$ cat src/hw/mcr_input_pkg.sv
package mcr_input_pkg;

	//====================================================================
	// Widths
	//====================================================================
	typedef logic [7:0]  port_byte_t;
	typedef logic [9:0]  ctrl_word_t;
	typedef logic [15:0] joy_word_t;
	// Bit 10 toggles per event, bit 9 is pressed, bits 7..0 scan code
	typedef logic [10:0] ps2_event_t;
	typedef logic [24:0] cfg_addr_t;

	// Game selection, any unknown code falls to GAME_NONE
	typedef enum logic [2:0] {
		GAME_RAMPAGE    = 3'd0,
		GAME_SARGE      = 3'd1,
		GAME_POWERDRIVE = 3'd2,
		GAME_MAXRPM     = 3'd3,
		GAME_NONE       = 3'd7
	} game_t;

	//====================================================================
	// Control bits, same order as the joystick word
	//====================================================================
	localparam int CTRL_RIGHT  = 0;
	localparam int CTRL_LEFT   = 1;
	localparam int CTRL_DOWN   = 2;
	localparam int CTRL_UP     = 3;
	localparam int CTRL_FIRE_A = 4;
	localparam int CTRL_FIRE_B = 5;
	localparam int CTRL_FIRE_C = 6;
	localparam int CTRL_FIRE_D = 7;
	localparam int CTRL_START  = 8;
	localparam int CTRL_COIN   = 9;

	// Configuration write indices
	localparam logic [7:0] CFG_INDEX_GAME = 8'd1;
	localparam logic [7:0] CFG_INDEX_DIP  = 8'd254;

	localparam port_byte_t PORT_IDLE = '1;

endpackage

$ cat src/hw/game_config.sv
`timescale 1ns/1ps

module game_config #(
	parameter int DIP_COUNT = 2
) (
	input  logic                     clk_sys,
	input  logic                     reset,
	input  logic                     cfg_wr,
	input  logic [7:0]               cfg_index,
	input  mcr_input_pkg::cfg_addr_t  cfg_addr,
	input  mcr_input_pkg::port_byte_t cfg_data,
	output mcr_input_pkg::game_t      game,
	output mcr_input_pkg::port_byte_t dip0,
	output mcr_input_pkg::port_byte_t dip1
);
	import mcr_input_pkg::*;

	localparam int DIP_IDX_W = $clog2(DIP_COUNT);

	port_byte_t game_code;
	port_byte_t dip_reg [DIP_COUNT];

	// Game byte first, enum decode one clock later
	always_ff @(posedge clk_sys) begin
		if (reset) begin
			game_code <= '0;
			game <= GAME_RAMPAGE;
		end else begin
			if (cfg_wr && cfg_index == CFG_INDEX_GAME)
				game_code <= cfg_data;
			case (game_code)
				8'd0: game <= GAME_RAMPAGE;
				8'd1: game <= GAME_SARGE;
				8'd2: game <= GAME_POWERDRIVE;
				8'd3: game <= GAME_MAXRPM;
				default: game <= GAME_NONE;
			endcase
		end
	end

	// DIP bytes, address must fall inside the table
	always_ff @(posedge clk_sys) begin
		if (reset) begin
			for (int i = 0; i < DIP_COUNT; i++)
				dip_reg[i] <= '0;
		end else if (cfg_wr && cfg_index == CFG_INDEX_DIP &&
				cfg_addr < cfg_addr_t'(DIP_COUNT)) begin
			dip_reg[cfg_addr[DIP_IDX_W-1:0]] <= cfg_data;
		end
	end

	assign dip0 = dip_reg[0];
	assign dip1 = dip_reg[1];

endmodule

$ cat src/hw/key_decode.sv
`timescale 1ns/1ps

module key_decode (
	input  logic                      clk_sys,
	input  logic                      reset,
	input  mcr_input_pkg::ps2_event_t ps2_key,
	output mcr_input_pkg::ctrl_word_t kb1,
	output mcr_input_pkg::ctrl_word_t kb2,
	output logic                      kb_coin2,
	output logic                      kb_coin3
);
	import mcr_input_pkg::*;

	logic       toggle_q;
	logic       key_event;
	logic       pressed;
	logic [7:0] code;

	assign pressed = ps2_key[9];
	assign code = ps2_key[7:0];
	assign key_event = ps2_key[10] != toggle_q;

	// Registered copy of the event toggle bit
	always_ff @(posedge clk_sys) begin
		toggle_q <= ps2_key[10];
	end

	//====================================================================
	// Scan code table
	//====================================================================
	always_ff @(posedge clk_sys) begin
		if (reset) begin
			kb1 <= '0;
			kb2 <= '0;
			kb_coin2 <= 1'b0;
			kb_coin3 <= 1'b0;
		end else if (key_event) begin
			case (code)
				// Player 1 arrows and modifier keys
				8'h75: kb1[CTRL_UP] <= pressed;
				8'h72: kb1[CTRL_DOWN] <= pressed;
				8'h6B: kb1[CTRL_LEFT] <= pressed;
				8'h74: kb1[CTRL_RIGHT] <= pressed;
				8'h14: kb1[CTRL_FIRE_A] <= pressed;
				8'h11: kb1[CTRL_FIRE_B] <= pressed;
				8'h29: kb1[CTRL_FIRE_C] <= pressed;
				8'h12: kb1[CTRL_FIRE_D] <= pressed;
				8'h05: kb1[CTRL_START] <= pressed;
				8'h16: kb1[CTRL_START] <= pressed;
				8'h76: kb1[CTRL_COIN] <= pressed;
				8'h2E: kb1[CTRL_COIN] <= pressed;
				// Player 2 on the letter block
				8'h2D: kb2[CTRL_UP] <= pressed;
				8'h2B: kb2[CTRL_DOWN] <= pressed;
				8'h23: kb2[CTRL_LEFT] <= pressed;
				8'h34: kb2[CTRL_RIGHT] <= pressed;
				8'h1C: kb2[CTRL_FIRE_A] <= pressed;
				8'h1B: kb2[CTRL_FIRE_B] <= pressed;
				8'h21: kb2[CTRL_FIRE_C] <= pressed;
				8'h1D: kb2[CTRL_FIRE_D] <= pressed;
				8'h06: kb2[CTRL_START] <= pressed;
				8'h1E: kb2[CTRL_START] <= pressed;
				// Extra coin slots, keys 6 and 7
				8'h36: kb_coin2 <= pressed;
				8'h3D: kb_coin3 <= pressed;
				default: ;
			endcase
		end
	end

endmodule

$ cat src/hw/control_merge.sv
`timescale 1ns/1ps

module control_merge (
	input  mcr_input_pkg::game_t      game,
	input  mcr_input_pkg::ctrl_word_t kb1,
	input  mcr_input_pkg::ctrl_word_t kb2,
	input  logic                      kb_coin2,
	input  logic                      kb_coin3,
	input  mcr_input_pkg::joy_word_t  joy1,
	input  mcr_input_pkg::joy_word_t  joy2,
	input  mcr_input_pkg::joy_word_t  joy3,
	input  mcr_input_pkg::joy_word_t  joy4,
	output mcr_input_pkg::ctrl_word_t p1,
	output mcr_input_pkg::ctrl_word_t p2,
	output mcr_input_pkg::ctrl_word_t p3,
	output mcr_input_pkg::ctrl_word_t p4
);
	import mcr_input_pkg::*;

	always_comb begin
		// Keyboard only covers players 1 and 2
		p1 = kb1 | joy1[9:0];
		p2 = kb2 | joy2[9:0];
		p3 = joy3[9:0];
		p4 = joy4[9:0];

		if (game == GAME_POWERDRIVE) begin
			// One coin slot per player
			p2[CTRL_COIN] = kb_coin2 | joy2[CTRL_COIN];
		end else begin
			// Every coin goes into slot 1
			p1[CTRL_COIN] = kb1[CTRL_COIN] | kb_coin2 | kb_coin3 |
				joy1[CTRL_COIN] | joy2[CTRL_COIN] |
				joy3[CTRL_COIN] | joy4[CTRL_COIN];
			p2[CTRL_COIN] = 1'b0;
			p3[CTRL_COIN] = 1'b0;
		end

		p4[CTRL_COIN] = 1'b0;
	end

endmodule

$ cat src/hw/gear_shift.sv
`timescale 1ns/1ps

module gear_shift #(
	parameter int MAXRPM_TOP_GEAR = 4
) (
	input  logic                      clk_sys,
	input  logic                      reset,
	input  mcr_input_pkg::ctrl_word_t p1,
	input  mcr_input_pkg::ctrl_word_t p2,
	input  mcr_input_pkg::ctrl_word_t p3,
	output logic [2:0]                pd_gear,
	output logic [3:0]                rpm_code1,
	output logic [3:0]                rpm_code2
);
	import mcr_input_pkg::*;

	localparam int GEAR_W = $clog2(MAXRPM_TOP_GEAR + 1);

	typedef logic [GEAR_W-1:0] gear_t;

	// Max RPM gearbox encoding as read by the CPU
	function automatic logic [3:0] gear_code(input int g);
		case (g)
			1: gear_code = 4'h5;
			2: gear_code = 4'h6;
			3: gear_code = 4'h1;
			4: gear_code = 4'h2;
			default: gear_code = 4'h0;
		endcase
	endfunction

	// Start wins, then upshift, then downshift
	function automatic gear_t next_gear(input gear_t cur, input logic start,
			input logic up, input logic down);
		gear_t nxt;
		nxt = cur;
		if (start)
			nxt = '0;
		else if (up) begin
			if (cur != gear_t'(MAXRPM_TOP_GEAR))
				nxt = cur + 1'b1;
		end else if (down) begin
			if (cur != '0)
				nxt = cur - 1'b1;
		end
		return nxt;
	endfunction

	logic [3:0] code_table [MAXRPM_TOP_GEAR+1];
	logic [2:0] fire_d;
	logic [2:0] fire_d_q;
	logic [1:0] fire_a;
	logic [1:0] fire_a_q;
	logic [1:0] fire_b;
	logic [1:0] fire_b_q;
	gear_t      gear1;
	gear_t      gear2;

	for (genvar g = 0; g <= MAXRPM_TOP_GEAR; g++) begin : g_code
		assign code_table[g] = gear_code(g);
	end

	assign fire_d = {p3[CTRL_FIRE_D], p2[CTRL_FIRE_D], p1[CTRL_FIRE_D]};
	assign fire_a = {p2[CTRL_FIRE_A], p1[CTRL_FIRE_A]};
	assign fire_b = {p2[CTRL_FIRE_B], p1[CTRL_FIRE_B]};

	always_ff @(posedge clk_sys) begin
		if (reset) begin
			fire_d_q <= '0;
			fire_a_q <= '0;
			fire_b_q <= '0;
			pd_gear <= '0;
			gear1 <= '0;
			gear2 <= '0;
		end else begin
			fire_d_q <= fire_d;
			fire_a_q <= fire_a;
			fire_b_q <= fire_b;
			// Power Drive high/low toggle per player
			pd_gear <= pd_gear ^ (fire_d & ~fire_d_q);
			gear1 <= next_gear(gear1, p1[CTRL_START],
				fire_a[0] & ~fire_a_q[0], fire_b[0] & ~fire_b_q[0]);
			gear2 <= next_gear(gear2, p2[CTRL_START],
				fire_a[1] & ~fire_a_q[1], fire_b[1] & ~fire_b_q[1]);
		end
	end

	assign rpm_code1 = code_table[gear1];
	assign rpm_code2 = code_table[gear2];

endmodule

$ cat src/hw/input_port_mux.sv
`timescale 1ns/1ps

module input_port_mux (
	input  mcr_input_pkg::game_t      game,
	input  mcr_input_pkg::port_byte_t dip0,
	input  mcr_input_pkg::port_byte_t dip1,
	input  mcr_input_pkg::ctrl_word_t p1,
	input  mcr_input_pkg::ctrl_word_t p2,
	input  mcr_input_pkg::ctrl_word_t p3,
	input  logic [2:0]                pd_gear,
	input  logic [3:0]                rpm_code1,
	input  logic [3:0]                rpm_code2,
	input  logic                      stick_mode,
	input  logic                      snd_stat,
	output mcr_input_pkg::port_byte_t in0,
	output mcr_input_pkg::port_byte_t in1,
	output mcr_input_pkg::port_byte_t in2,
	output mcr_input_pkg::port_byte_t in3,
	output mcr_input_pkg::port_byte_t in4
);
	import mcr_input_pkg::*;

	// Rampage joystick byte, low six bits
	function automatic logic [5:0] ramp_bits(input ctrl_word_t p);
		return {p[CTRL_FIRE_B], p[CTRL_FIRE_A], p[CTRL_LEFT],
			p[CTRL_DOWN], p[CTRL_RIGHT], p[CTRL_UP]};
	endfunction

	// Sarge two-stick remap, returns rd, ru, ld, lu
	function automatic logic [3:0] stick_bits(input ctrl_word_t p, input logic mode);
		logic lu;
		logic ld;
		logic ru;
		logic rd;
		if (mode) begin
			// Diagonals of one stick drive both tank treads
			lu = p[CTRL_UP] | p[CTRL_RIGHT];
			ld = p[CTRL_DOWN] | p[CTRL_LEFT];
			ru = p[CTRL_UP] | p[CTRL_LEFT];
			rd = p[CTRL_DOWN] | p[CTRL_RIGHT];
		end else begin
			lu = p[CTRL_UP];
			ld = p[CTRL_DOWN];
			ru = p[CTRL_FIRE_C];
			rd = p[CTRL_FIRE_B];
		end
		return {rd, ru, ld, lu};
	endfunction

	//====================================================================
	// Per-game port layout, all ports active low
	//====================================================================
	always_comb begin
		in0 = PORT_IDLE;
		in1 = PORT_IDLE;
		in2 = PORT_IDLE;
		in3 = dip0;
		in4 = PORT_IDLE;

		case (game)
			GAME_RAMPAGE: begin
				in0 = ~{2'b00, dip1[0], 3'b000, p2[CTRL_COIN], p1[CTRL_COIN]};
				in1 = ~{2'b00, ramp_bits(p1)};
				in2 = ~{2'b00, ramp_bits(p2)};
				in4 = ~{snd_stat, 1'b0, ramp_bits(p3)};
			end
			GAME_SARGE: begin
				in0 = ~{2'b00, dip1[0], 1'b0, p2[CTRL_START], p1[CTRL_START],
					p2[CTRL_COIN], p1[CTRL_COIN]};
				in1 = ~{p1[CTRL_FIRE_D], p1[CTRL_FIRE_D], p1[CTRL_FIRE_A],
					p1[CTRL_FIRE_A], stick_bits(p1, stick_mode)};
				in2 = ~{p2[CTRL_FIRE_D], p2[CTRL_FIRE_D], p2[CTRL_FIRE_A],
					p2[CTRL_FIRE_A], stick_bits(p2, stick_mode)};
			end
			GAME_POWERDRIVE: begin
				in0 = ~{2'b00, dip1[0], 2'b00, p3[CTRL_COIN], p2[CTRL_COIN],
					p1[CTRL_COIN]};
				in1 = ~{p2[CTRL_FIRE_B], p2[CTRL_FIRE_A], pd_gear[1], p2[CTRL_FIRE_C],
					p1[CTRL_FIRE_B], p1[CTRL_FIRE_A], pd_gear[0], p1[CTRL_FIRE_C]};
				in2 = ~{snd_stat, 3'b000, p3[CTRL_FIRE_B], p3[CTRL_FIRE_A],
					pd_gear[2], p3[CTRL_FIRE_C]};
			end
			GAME_MAXRPM: begin
				in0 = ~{dip1[0], 3'b000, p1[CTRL_START], p2[CTRL_START],
					p1[CTRL_COIN], p2[CTRL_COIN]};
				// Pedal and steering port not built, reads idle
				in1 = PORT_IDLE;
				in2 = ~{rpm_code1, rpm_code2};
			end
			default: ;
		endcase
	end

endmodule

$ cat src/hw/mcr_input_top.sv
`timescale 1ns/1ps

module mcr_input_top #(
	parameter int DIP_COUNT       = 2,
	parameter int MAXRPM_TOP_GEAR = 4
) (
	input  logic                      clk_sys,
	input  logic                      reset,
	input  logic                      cfg_wr,
	input  logic [7:0]                cfg_index,
	input  mcr_input_pkg::cfg_addr_t  cfg_addr,
	input  mcr_input_pkg::port_byte_t cfg_data,
	input  mcr_input_pkg::ps2_event_t ps2_key,
	input  mcr_input_pkg::joy_word_t  joy1,
	input  mcr_input_pkg::joy_word_t  joy2,
	input  mcr_input_pkg::joy_word_t  joy3,
	input  mcr_input_pkg::joy_word_t  joy4,
	input  logic                      stick_mode,
	input  logic                      snd_stat,
	output mcr_input_pkg::port_byte_t in0,
	output mcr_input_pkg::port_byte_t in1,
	output mcr_input_pkg::port_byte_t in2,
	output mcr_input_pkg::port_byte_t in3,
	output mcr_input_pkg::port_byte_t in4
);
	import mcr_input_pkg::*;

	game_t      game;
	port_byte_t dip0;
	port_byte_t dip1;
	ctrl_word_t kb1;
	ctrl_word_t kb2;
	logic       kb_coin2;
	logic       kb_coin3;
	ctrl_word_t p1;
	ctrl_word_t p2;
	ctrl_word_t p3;
	logic [2:0] pd_gear;
	logic [3:0] rpm_code1;
	logic [3:0] rpm_code2;

	//====================================================================
	// Stage chain: config, keyboard, merge, gears, port layout
	//====================================================================
	game_config #(.DIP_COUNT(DIP_COUNT)) config0 (
		.clk_sys(clk_sys), .reset(reset), .cfg_wr(cfg_wr), .cfg_index(cfg_index),
		.cfg_addr(cfg_addr), .cfg_data(cfg_data),
		.game(game), .dip0(dip0), .dip1(dip1)
	);

	key_decode keys0 (
		.clk_sys(clk_sys), .reset(reset), .ps2_key(ps2_key),
		.kb1(kb1), .kb2(kb2), .kb_coin2(kb_coin2), .kb_coin3(kb_coin3)
	);

	// Player 4 has no consumer among the kept games
	control_merge merge0 (
		.game(game), .kb1(kb1), .kb2(kb2), .kb_coin2(kb_coin2), .kb_coin3(kb_coin3),
		.joy1(joy1), .joy2(joy2), .joy3(joy3), .joy4(joy4),
		.p1(p1), .p2(p2), .p3(p3), .p4()
	);

	gear_shift #(.MAXRPM_TOP_GEAR(MAXRPM_TOP_GEAR)) gears0 (
		.clk_sys(clk_sys), .reset(reset), .p1(p1), .p2(p2), .p3(p3),
		.pd_gear(pd_gear), .rpm_code1(rpm_code1), .rpm_code2(rpm_code2)
	);

	input_port_mux ports0 (
		.game(game), .dip0(dip0), .dip1(dip1), .p1(p1), .p2(p2), .p3(p3),
		.pd_gear(pd_gear), .rpm_code1(rpm_code1), .rpm_code2(rpm_code2),
		.stick_mode(stick_mode), .snd_stat(snd_stat),
		.in0(in0), .in1(in1), .in2(in2), .in3(in3), .in4(in4)
	);

endmodule

$ cat config.mk
export PLATFORM = sky130hd
export DESIGN_NAME = mcr_input_top
export DESIGN_NICKNAME = d
export VERILOG_FILES = /design/src/hw/mcr_input_pkg.sv /design/src/hw/game_config.sv /design/src/hw/key_decode.sv /design/src/hw/control_merge.sv /design/src/hw/gear_shift.sv /design/src/hw/input_port_mux.sv /design/src/hw/mcr_input_top.sv
export SDC_FILE = /design/constraint.sdc
export NUM_CORES = 1
export LEC_CHECK = 0
export BUFFER_PORTS_ARGS = -buffer_cell sky130_fd_sc_hd__buf_2
export CAP_MARGIN = 20
export CORE_AREA = 5 5 91 93
export DETAILED_ROUTE_END_ITERATION = 8
export DIE_AREA = 0 0 96 98
export PLACE_DENSITY = 0.8
export SYNTH_ARGS = -nofsm -noshare
export SYNTH_HDL_FRONTEND = slang
export SYNTH_SLANG_ARGS = --single-unit
export TNS_END_PERCENT = 30
$ cat constraint.sdc
create_clock -name clk_sys -period 1.86 [get_ports clk_sys]
set_input_delay 0.186 -clock clk_sys [delete_from_list [all_inputs] [get_ports clk_sys]]
set_output_delay 0.186 -clock clk_sys [all_outputs]
set_load 0.02 [all_outputs]
**Word-level counts from Yosys, hierarchy flattened**

Memories as Yosys holds them, arrays and structs flattened.
Cells that the tools add are included.
Widths: inputs -> output; s select.

- Add/sub/neg operators: 4
- $mul: 0
- Divide/modulo/power cells: 0
- $lt $le $gt $ge: 3
- Equal/unequal tests: 37
- Shift-type cells: 0
- Multiplexer cells: 44
- Bitwise gates (word level): 42
- Reductions and logical operators: 40

Operators with widths:

| cell | number |
|---|---|
| $eq 8x6->1 const B | 9 |
| $eq 8x5->1 const B | 8 |
| $pmux 8 s4 | 2 |
| $not 8->8 | 7 |
| $reduce_and 2->1 | 21 |
| $eq 8x7->1 const B | 5 |
| $not 6->8 | 5 |
| $mux 1 | 26 |
| $lt 25x2->1 const B | 1 |
| $mux 3 | 8 |
| $pmux 8 s3 | 1 |
| $eq 8x1->1 const B | 2 |
| $eq 8x2->1 const B | 2 |
| $eq 8x3->1 const B | 2 |
| $mux 4 | 4 |
| $mux 8 | 2 |
| $or 1x1->1 | 15 |
| $pmux 3 s4 | 1 |
| $or 10x10->10 | 1 |
| $reduce_or 2->1 | 5 |
| $or 9x9->9 | 1 |
| $eq 8x8->1 const B | 1 |
| $ge 4x4->1 const B | 2 |
| $logic_not 8->1 | 1 |
| 19 further kinds | 38 |

- Register bits after elaboration: 49
- Bits in latches: 0
- Bits in writable memories: 16
- Memory bits (read-only): 64
- Input port bits: 121
- Output and inout bits: 40
- Logic and storage cells: 203
- Memories kept: 3

Memories:

| memory | depth | width | rd ports | clocked after Yosys merged registers in | wr ports | RTL line | text |
|---|---|---|---|---|---|---|---|
| (no name shown) | 8 | 4 | 1 | 0 | 0 | gear_shift.sv:89 | `assign rpm_code2 = code_table[gear2];` |
| (no name shown) | 8 | 4 | 1 | 0 | 0 | gear_shift.sv:88 | `assign rpm_code1 = code_table[gear1];` |
| config0.dip_reg | 2 | 8 | 2 | 0 | 2 | game_config.sv:21 | `port_byte_t dip_reg [DIP_COUNT];` |

**Depth between registers and ports, before layout**

Gate-level depths: netlist of run 1.

- Word-level depth: 9
- Mapped depth: 6
- Depth with buffers taken out: 6

**Modules after synthesis**

Synthesis of run 1 repeated with hierarchy kept, for this count alone.

- Cells, all modules: 454
- Area, all modules: 4,167.7 um^2

Modules (own cells, without submodules):

| module | instances | cells an instance | area each (um^2) | sequential area each (um^2) |
|---|---|---|---|---|
| key_decode | 1 | 122 | 1,218.7 | 440.4 |
| game_config | 1 | 87 | 1,117.3 | 700.7 |
| gear_shift | 1 | 89 | 794.5 | 320.3 |
| input_port_mux | 1 | 111 | 729.4 | 0.0 |
| control_merge | 1 | 45 | 307.8 | 0.0 |

**Worst setup path after synthesis of run 1**

Ideal clock, no wire load.

- Kind: register to output
- Start: register config0.game[0]
- End: output in1[3]
- Arrival: 1.657 ns
- Data required time: 1.674 ns
- Slack: 0.017 ns
- Cell stages (with the launch flop): 5
- Path buffers: 2
- Cell sequence: dfxtp_1 clkbuf_1 buf_2 nor2_1 o311ai_0

- Word-level cells in the longest chain between the ends: 2
- Elaborated cells on any way between the ends: 4
- Classes of those cells: eq/ne (2); mux (1); reduce/logical (1)

Ends and longest elaborated chain:

| element | RTL line | text |
|---|---|---|
| from (decl) | game_config.sv:12 | `output mcr_input_pkg::game_t game,` |
| from (signal assigned) | game_config.sv:27 | `game <= GAME_RAMPAGE;` |
| from (signal assigned) | game_config.sv:32 | `8'd0: game <= GAME_RAMPAGE;` |
| from (signal assigned) | game_config.sv:33 | `8'd1: game <= GAME_SARGE;` |
| $eq 3x2->1 (tied with other cells) | input_port_mux.sv:60 | `case (game)` |
| $pmux 8 s3 (*) | input_port_mux.sv:60 |  |
| to (decl) | mcr_input_top.sv:21 | `output mcr_input_pkg::port_byte_t in1,` |

Every way passes the cells marked *; elsewhere a longest branch is shown, timed or not.

**Worst setup path after layout of run 1**

- Start: register config0.game[0]
- End: output in1[5]

The elaborated chain is that of the path after synthesis.

==> results of run 1 <==
-- metrics by stage --
stage / utilization, % / total power (uW) / setup WS, ps / std cells / hold slack (ps)
after floorplan: - / 1610 / 16.6 / 403 / 214
after global placement: 55.3 / 1790 / 71.8 / 614 / 312
after detailed placement: 55.3 / 1810 / 63.4 / 614 / 320
after CTS: 58.2 / 2940 / 0.840 / 631 / 76.7
after global routing: 59.0 / 3060 / 0.129 / 632 / 101
final: 59.0 / 2920 / 70.5 / 632 / 83.6
-- power by group through the flow --
stage                     registers [uW]  logic [uW]  clock network, uW
after detailed placement            1350         456                  0
after floorplan                     1360         252                  0
after global placement              1350         442                  0
after global routing                1320         514               1230
final                               1320         468               1140
after CTS                           1320         462               1160
-- per-layer routing --
layer  up-vias  share of wire (%)  track usage, %
li1       1701                  -               -
met1      1595                 39            24.3
met2       166                 48            34.8
met3        19                 10            7.01
met4         0                2.2            7.11
met5         -                  0               0
-- timing repair --
item,CTS,global route
setup buffers,0,1
hold endpoints to repair,1,0
resized for setup,5,21
pin swaps,0,2
hold buffers,1,0
gates cloned,0,0
endpoints found under the setup margin,12,19
-- cell usage after synthesis (all sizes together) (3+ instances only) --
cell type  count  share of area (%)
nand3         13                1.9
nor4           7                1.7
nor4b          5                1.7
and2           9                1.7
nand4         13                2.4
nand3b         8                1.8
nor2          66                7.3
or3            8                1.5
o311ai         3               0.78
nor3          12                1.9
and3           3               0.55
buf            6                1.1
dfxtp         49                 29
nor2b         12                2.2
a211oi         4               0.89
a21oi         14                2.1
inv            9                1.0
edfxtp         9                8.0
nor4bb         6                1.8
clkbuf        18                2.0
o21ai         28                4.1
nand2         18                2.0
nand2b         7                1.3
mux2           3                1.0
mux2i         29                8.6
ha             4                1.5
-- final timing paths --
path / from / end / cells after the start
setup / recovery: config0.game[0] / in1[5] / 5
hold / removal: joy3[7] / gears0.fire_d_q[2] / 2
setup reg to reg: gears0.fire_a_q[1] / gears0.gear2[2] / 5
hold reg to reg: config0.game_code[1] / config0.game[1] / 2
-- kinds of logic after synthesis --
group                      count (synthesis)  share of synthesized area [%]
AOI/OAI and AO/OA                         68                           12.8
xor gates and xnor gates                   3                          0.777
adders and majority gates                  6                           2.66
buffers and inverters                     33                           4.07
DFF                                       58                           37.0
muxes                                     32                           9.58
other                                      1                          0.111
and+or+nand+nor                          200                           33.1
-- layout make-up --
type | instances | area (sq um)
clock buffers | 9 | 124
multi-input cells | 312 | 2020
fillers | 704 | 3050
flip-flops and latches | 58 | 1270
well taps | 102 | 128
inverters | 9 | 33.8
repair buffers | 135 | 749
clock inverters | 7 | 70.1
==> results.ini, run 1 <==
[cells_and_area]
final_cell_mix=buf_2 (121), nor2_1 (66), dfxtp_1 (43)
drive_above_1_share_pct=32.3
fin_nets=652
syn2layout_area_growth_pct=29.8
diodes=0
layout_commonest_cell=buf_2
final_area_sq_um=4390
largest_reg_flops=10

[timing]
clock_skew_ps=12.7
worst_slew_pin_slew_ps=571
finalSetupViolCount=0
hold_violations=0
slew_violations=0
finalCriticalPeriod_ps=1790
final.period_utilization_pct=96.2
rsz0062_at_grt=false
setup_tns_ps=0
max_clock_freq_mhz=559
max_slew_margin_pct=61.5

[floorplanning]
die_y_microns=98
die_w_microns=96
rows=32
coreArea_sq_um=7450
io_pins=161
start_util_pct=45.4
dieArea_sq_um=9410

[grt]
grt_antenna_before_repair=0
track_usage_pct=20.7
grt_max_degree=48
grt_pass1_vias=3356
grt_pass1_wl_microns=15400
grt_overflow_total=0

[cts]
clk_latency_ps=340
cts.sinks=58
cts_made_buffers=9
path_clk_slew_ps=70
htreeDepth=3
cts.path.max_buffers=2
cts_root_buffer=clkbuf_8
cts_tree=yes

[worst_setup_path]
crit_path_end_kind=primary output
crit_type=flip-flop to primary output
startpoint_type=flip-flop
worstPathCellList=buf_12 -> mux2_2 -> o21ai_0 -> nand2_1 -> buf_2
slowest_delay_ps=370
cp_max_fo=16
crit_buf_inv=2
crit_slowest_cell=dfxtp_4
r2r_slack_ps=110
arrival_ps=1600
critPathTopFamily=flip-flops
cp_data_required_time_ps=1670

[drt]
drt_pass1_iterations=4
ant_nets=0
route.detailed.drc=0
drtIter0Drc=161
wirelength_microns=9740
wl_per_cell_microns=15.4
vias=3481
via_per_inst=5.51

[power_and_ir_drop]
p_int_uw=2110
netSwitchingFraction_pct=27.8
switchingPower_uw=814
p_clk_share_pct=38.9
leakage_uw=0.00199
ir_drop_v=0.000484
p_comb_share_pct=16.0
powerDensity_nw_per_um2=666
share_seq_of_total_power_pct=45.1

[yosys]
ys_async_sr_fraction_pct=0
synth-edff-count=9
ys_ff_latch=58
synth_cell_types=64
syn_avg_cell_area_sq_um=8.44
syn-instance-count=401
mappedNetlistArea_sq_um=3380
yosysWarnings=0
ys.flop_type=dfxtp_1
ys_seq_area_share_pct=37.0

[placed_design]
io_buffer_count=122
dp_hpwl_microns=7590
place_congestion=0.831
postPlaceCellArea_sq_um=4120

[flow_run]
drv_cap=0

[hold_path]
hp-class=input port to flip-flop

[outcome]
status=completed

Note: power is estimated with default switching activity, not from simulation.
==> run 2: changes to the inputs <==
--- a/config.mk
+++ b/config.mk
@@ -7,9 +7,10 @@
 export LEC_CHECK = 0
 export BUFFER_PORTS_ARGS = -buffer_cell sky130_fd_sc_hd__buf_2
 export CAP_MARGIN = 20
-export CORE_AREA = 5 5 91 93
+export CORE_AREA = 5 5 82 103
 export DETAILED_ROUTE_END_ITERATION = 8
-export DIE_AREA = 0 0 96 98
+export DIE_AREA = 0 0 87 108
+export GPL_ROUTABILITY_DRIVEN = 0
 export PLACE_DENSITY = 0.8
 export SYNTH_ARGS = -nofsm -noshare
 export SYNTH_HDL_FRONTEND = slang
==> results.ini, run 2 (synthesis gave the netlist of run 1 again) <==
[worst_setup_path]
critPathTopFamily=flip-flops
startpoint_type=flip-flop
crit_path_end_kind=primary output
reg2regPathDepth=5
crit_type=flip-flop to primary output
critical_path_depth=5
crit_slowest_cell=dfxtp_2
arrival_ps=1630
cp_max_fo=29
crit_buf_inv=2
slowest_delay_ps=360
cp_data_required_time_ps=1670
worstPathCellList=buf_12 -> mux2_2 -> o21ai_1 -> nand2_1 -> buf_2

[placed_design]
io_buffer_count=122
dp_hpwl_microns=7560
post-place-ws_ps=14.3
dp_cells=603

[timing]
hold_violations=0
max_slew_margin_pct=64.8
worst_slack_ps=47.8
finalSetupViolCount=0
max_clock_freq_mhz=552
whs_ps=81.8
final.period_utilization_pct=97.4
slew_violations=0
clock_skew_ps=12.7
finalCriticalPeriod_ps=1810
worst_slew_pin_slew_ps=521
rsz0062_at_grt=true

[drt]
wirelength_microns=9760
ant_nets=0
drtIter0Drc=148
vias=3489
dr.max_layer_used=met4
drt_pass1_iterations=4
via_per_inst=5.63
wl_met2_microns=4760
drt-met1-wl_microns=3550
wl_per_cell_microns=15.7
route.detailed.drc=0
route.met3.wl_microns=942

[floorplanning]
start_util_pct=46.3
die_w_microns=87
rows=35
die_y_microns=108
dieArea_sq_um=9400
io_pins=161
coreArea_sq_um=7310

[cells_and_area]
fin_nets=650
layout_commonest_cell=buf_2
postLayoutCoreUtil_pct=59.8
fillers=651
final_cell_mix=buf_2 (122), nor2_1 (65), dfxtp_1 (43)
diodes=0
drive_above_1_share_pct=32.0
syn2layout_area_growth_pct=29.2
instances_no_fill=620
largest_reg_flops=10

[hold_path]
hp-class=input port to flip-flop
min_path_cells=2

[cts]
cts_made_buffers=9
clk_latency_ps=340
cts_root_buffer=clkbuf_8
post_cts_buffers=0
cts_tree=yes
htreeDepth=3
cts.sinks=58
path_clk_slew_ps=70
cts.path.max_buffers=2

[power_and_ir_drop]
p_clk_share_pct=43.4
switchingPower_uw=808
ir_drop_v=0.000606
share_seq_of_total_power_pct=42.1
p_int_uw=2330
netSwitchingFraction_pct=25.7
powerDensity_nw_per_um2=719
p_comb_share_pct=14.6
leakage_uw=0.00200

[grt]
grt_max_degree=48
grt_pass1_wl_microns=15600
grt_antenna_before_repair=0
grt_overflow_total=0
grt_pass1_vias=3460
track_usage_pct=21.1

[flow_run]
drv_cap=0

[outcome]
status=completed

-- run 2: cell types whose count changed in the layout (fill, tap and decap cells not counted), sizes merged --
cell,before,now
buf,134,132
clkbuf,9,11
clkinvlp,3,1
bufinv,1,2
clkinv,3,2
-- run 2: repair_timing --
action                                  in CTS  in global routing
endpoints found under the setup margin       6                 12
hold endpoints to repair                     1                  0
resized for setup                            8                 10
hold buffers                                 1                  0
-- run 2: path summary, 6_finish.rpt --
path,from,endpoint,slack (ps)
worst max-delay path,config0.game[0],in1[5],50
worst min-delay path,joy3[7],gears0.fire_d_q[2],80
worst max register to register,gears0.fire_a_q[1],gears0.gear2[2],110
worst min register to register,config0.game_code[1],config0.game[1],440
-- run 2: through the flow --
step	TNS, ps	power, uW	area, sq um
3_5_place_dp	0	1800	4090
4_1_cts	0	3160	4350
3_3_place_gp	0	1790	4090
5_1_grt	-89.4	3260	4370
2_1_floorplan	0	1610	3390
6_report	0	3140	4370
-- run 2: cell type report --
class                   count  area, sq um  area share [%]
well taps                  92          115            2.63
inverters                   9         33.8           0.773
flip-flops and latches     58         1260            28.9
clock buffers              11          153            3.49
multi-input cells         312         2010            46.1
repair buffers            133          708            16.2
clock inverters             5         85.1            1.95
-- run 2: power by group through the flow --
stage          Clock (uW)  Sequential (uW)  Combinational, uW
6_report             1360             1320                458
4_1_cts              1380             1320                456
5_1_grt              1430             1330                502
2_1_floorplan           0             1360                252
3_3_place_gp            0             1350                436
3_5_place_dp            0             1350                451
-- run 2: per-layer routing --
metal | vias up | track usage, %
li1 | 1694 | -
met1 | 1595 | 22.4
met2 | 164 | 36.0
met3 | 36 | 5.26
met4 | 0 | 14.4
met5 | - | 0
==> run 3: changes to the inputs <==
--- a/config.mk
+++ b/config.mk
@@ -5,13 +5,13 @@
 export SDC_FILE = /design/constraint.sdc
 export NUM_CORES = 1
 export LEC_CHECK = 0
-export BUFFER_PORTS_ARGS = -buffer_cell sky130_fd_sc_hd__buf_2
 export CAP_MARGIN = 20
-export CORE_AREA = 5 5 82 103
+export CORE_AREA = 5 5 72 90
 export DETAILED_ROUTE_END_ITERATION = 8
-export DIE_AREA = 0 0 87 108
+export DIE_AREA = 0 0 77 95
+export DONT_BUFFER_PORTS = 1
 export GPL_ROUTABILITY_DRIVEN = 0
-export PLACE_DENSITY = 0.8
+export PLACE_DENSITY = 0.73
 export SYNTH_ARGS = -nofsm -noshare
 export SYNTH_HDL_FRONTEND = slang
 export SYNTH_SLANG_ARGS = --single-unit
==> results.ini, run 3 (synthesis gave the netlist of run 1 again) <==
[power_and_ir_drop]
leakage_uw=0.00166
powerDensity_nw_per_um2=753
ir_drop_v=0.000534

[worst_setup_path]
startpoint_type=flip-flop
arrival_ps=1610
crit_type=flip-flop to primary output
crit_path_end_kind=primary output
cp_data_required_time_ps=1670
cp_max_fo=4

[timing]
worst_slack_ps=67.6
max_slew_margin_pct=59.8
max_clock_freq_mhz=558
final.period_utilization_pct=96.4
setup_tns_ps=0
rsz0062_at_grt=true
clock_skew_ps=10.1
finalCriticalPeriod_ps=1790
finalSetupViolCount=0
worst_slew_pin_slew_ps=595
slew_violations=0
hold_violations=0

[drt]
wirelength_microns=9240
drt_pass1_iterations=6
route.detailed.drc=0
wl_per_cell_microns=18.5
drtIter0Drc=278
via_per_inst=6.26
vias=3131
ant_nets=0

[cells_and_area]
largest_reg_flops=10
drive_above_1_share_pct=13.6
fin_nets=556
final_area_sq_um=3940
diodes=0
syn2layout_area_growth_pct=16.5
postLayoutCoreUtil_pct=70.1
layout_commonest_cell=nor2_1
instances_no_fill=500
final_cell_mix=nor2_1 (66), dfxtp_1 (48), mux2i_1 (29)
fillers=478

[placed_design]
post-place-ws_ps=110
dp_cells=472
postPlaceCellArea_sq_um=3570
io_buffer_count=0
dp_hpwl_microns=6750

[cts]
cts.path.max_buffers=2
htreeDepth=3
cts_tree=yes
clk_latency_ps=340
path_clk_slew_ps=70
cts_made_buffers=9
cts_root_buffer=clkbuf_8
cts.sinks=58

[grt]
grt_antenna_before_repair=0
grt_pass1_vias=3084
track_usage_pct=25.4
grt_max_degree=42
grt_overflow_total=0
grt_pass1_wl_microns=14800

[floorplanning]
start_util_pct=60.2
io_pins=161
coreArea_sq_um=5620
dieArea_sq_um=7320
rows=31
die_y_microns=95
die_w_microns=77

[outcome]
status=completed

[flow_run]
drv_cap=0

[hold_path]
hp-class=input port to flip-flop

## run 3: cell types whose count changed in the layout (fill, tap and decap cells not counted), moves of 2 or more
cell	change
o21ai_1	-2
dfxtp_2	-4
buf_4	+17
buf_2	-122
o21ai_0	+2
dfxtp_1	+5
dlygate4sd3_1	+10
## run 3: final cells by class
cell class | instances | area (sq um) | area share (%)
clock inverters | 7 | 103 | 2.60
repair buffers | 39 | 337 | 8.54
multi-input cells | 312 | 2010 | 51.0
well taps | 66 | 82.6 | 2.10
inverters | 9 | 33.8 | 0.857
flip-flops and latches | 58 | 1250 | 31.8
clock buffers | 9 | 124 | 3.14
## run 3: path summary, 6_finish.rpt
check | startpoint | endpoint | slack (ps) | cells past startpoint
worst max-delay path | gears0.gear2[0] | in2[2] | 70 | 5
worst min-delay path | ps2_key[9] | keys0.kb2[0] | 8 | 2
worst max register to register | gears0.fire_a_q[1] | gears0.gear2[2] | 120 | 5
worst min register to register | config0.game_code[1] | config0.game[1] | 450 | 2
## run 3: metrics by stage
| step | hold slack (ps) | power (uW) |
|---|---|---|
| CTS | 0.676 | 2990 |
| global route | 0.866 | 3100 |
| finish | 7.99 | 2970 |
| floorplan | 214 | 1610 |
| detailed placement | 214 | 1640 |
| global placement | 214 | 1640 |
## run 3: what timing repair did
action / 4_1_cts / 5_1_grt
hold buffers: 12 / 0
endpoints found under the setup margin: 1 / 10
pin swaps: 0 / 0
setup buffers: 0 / 0
cloned: 0 / 0
gates resized for setup: 1 / 4
hold endpoints to repair: 43 / 0
## run 3: where the power goes
| part | switching (uW) | internal [uW] |
|---|---|---|
| combinational | 181 | 142 |
| sequential | 32.8 | 1300 |
| clock | 543 | 765 |
## run 3: metal layers
layer	vias to the layer above	global-route usage [%]	share of wire, %
li1	1506	-	-
met1	1459	26.9	37
met2	147	45.5	52
met3	19	9.35	9.0
met4	0	10.0	2.5
met5	-	0	0
## run 3: worst max-delay path, cell delays in order (launching register included)
cell and delay (ps):
dfxtp_1 400, inv_1 100, ha_1 280, nand3b_1 80, a32oi_1 240, nand3_2 180
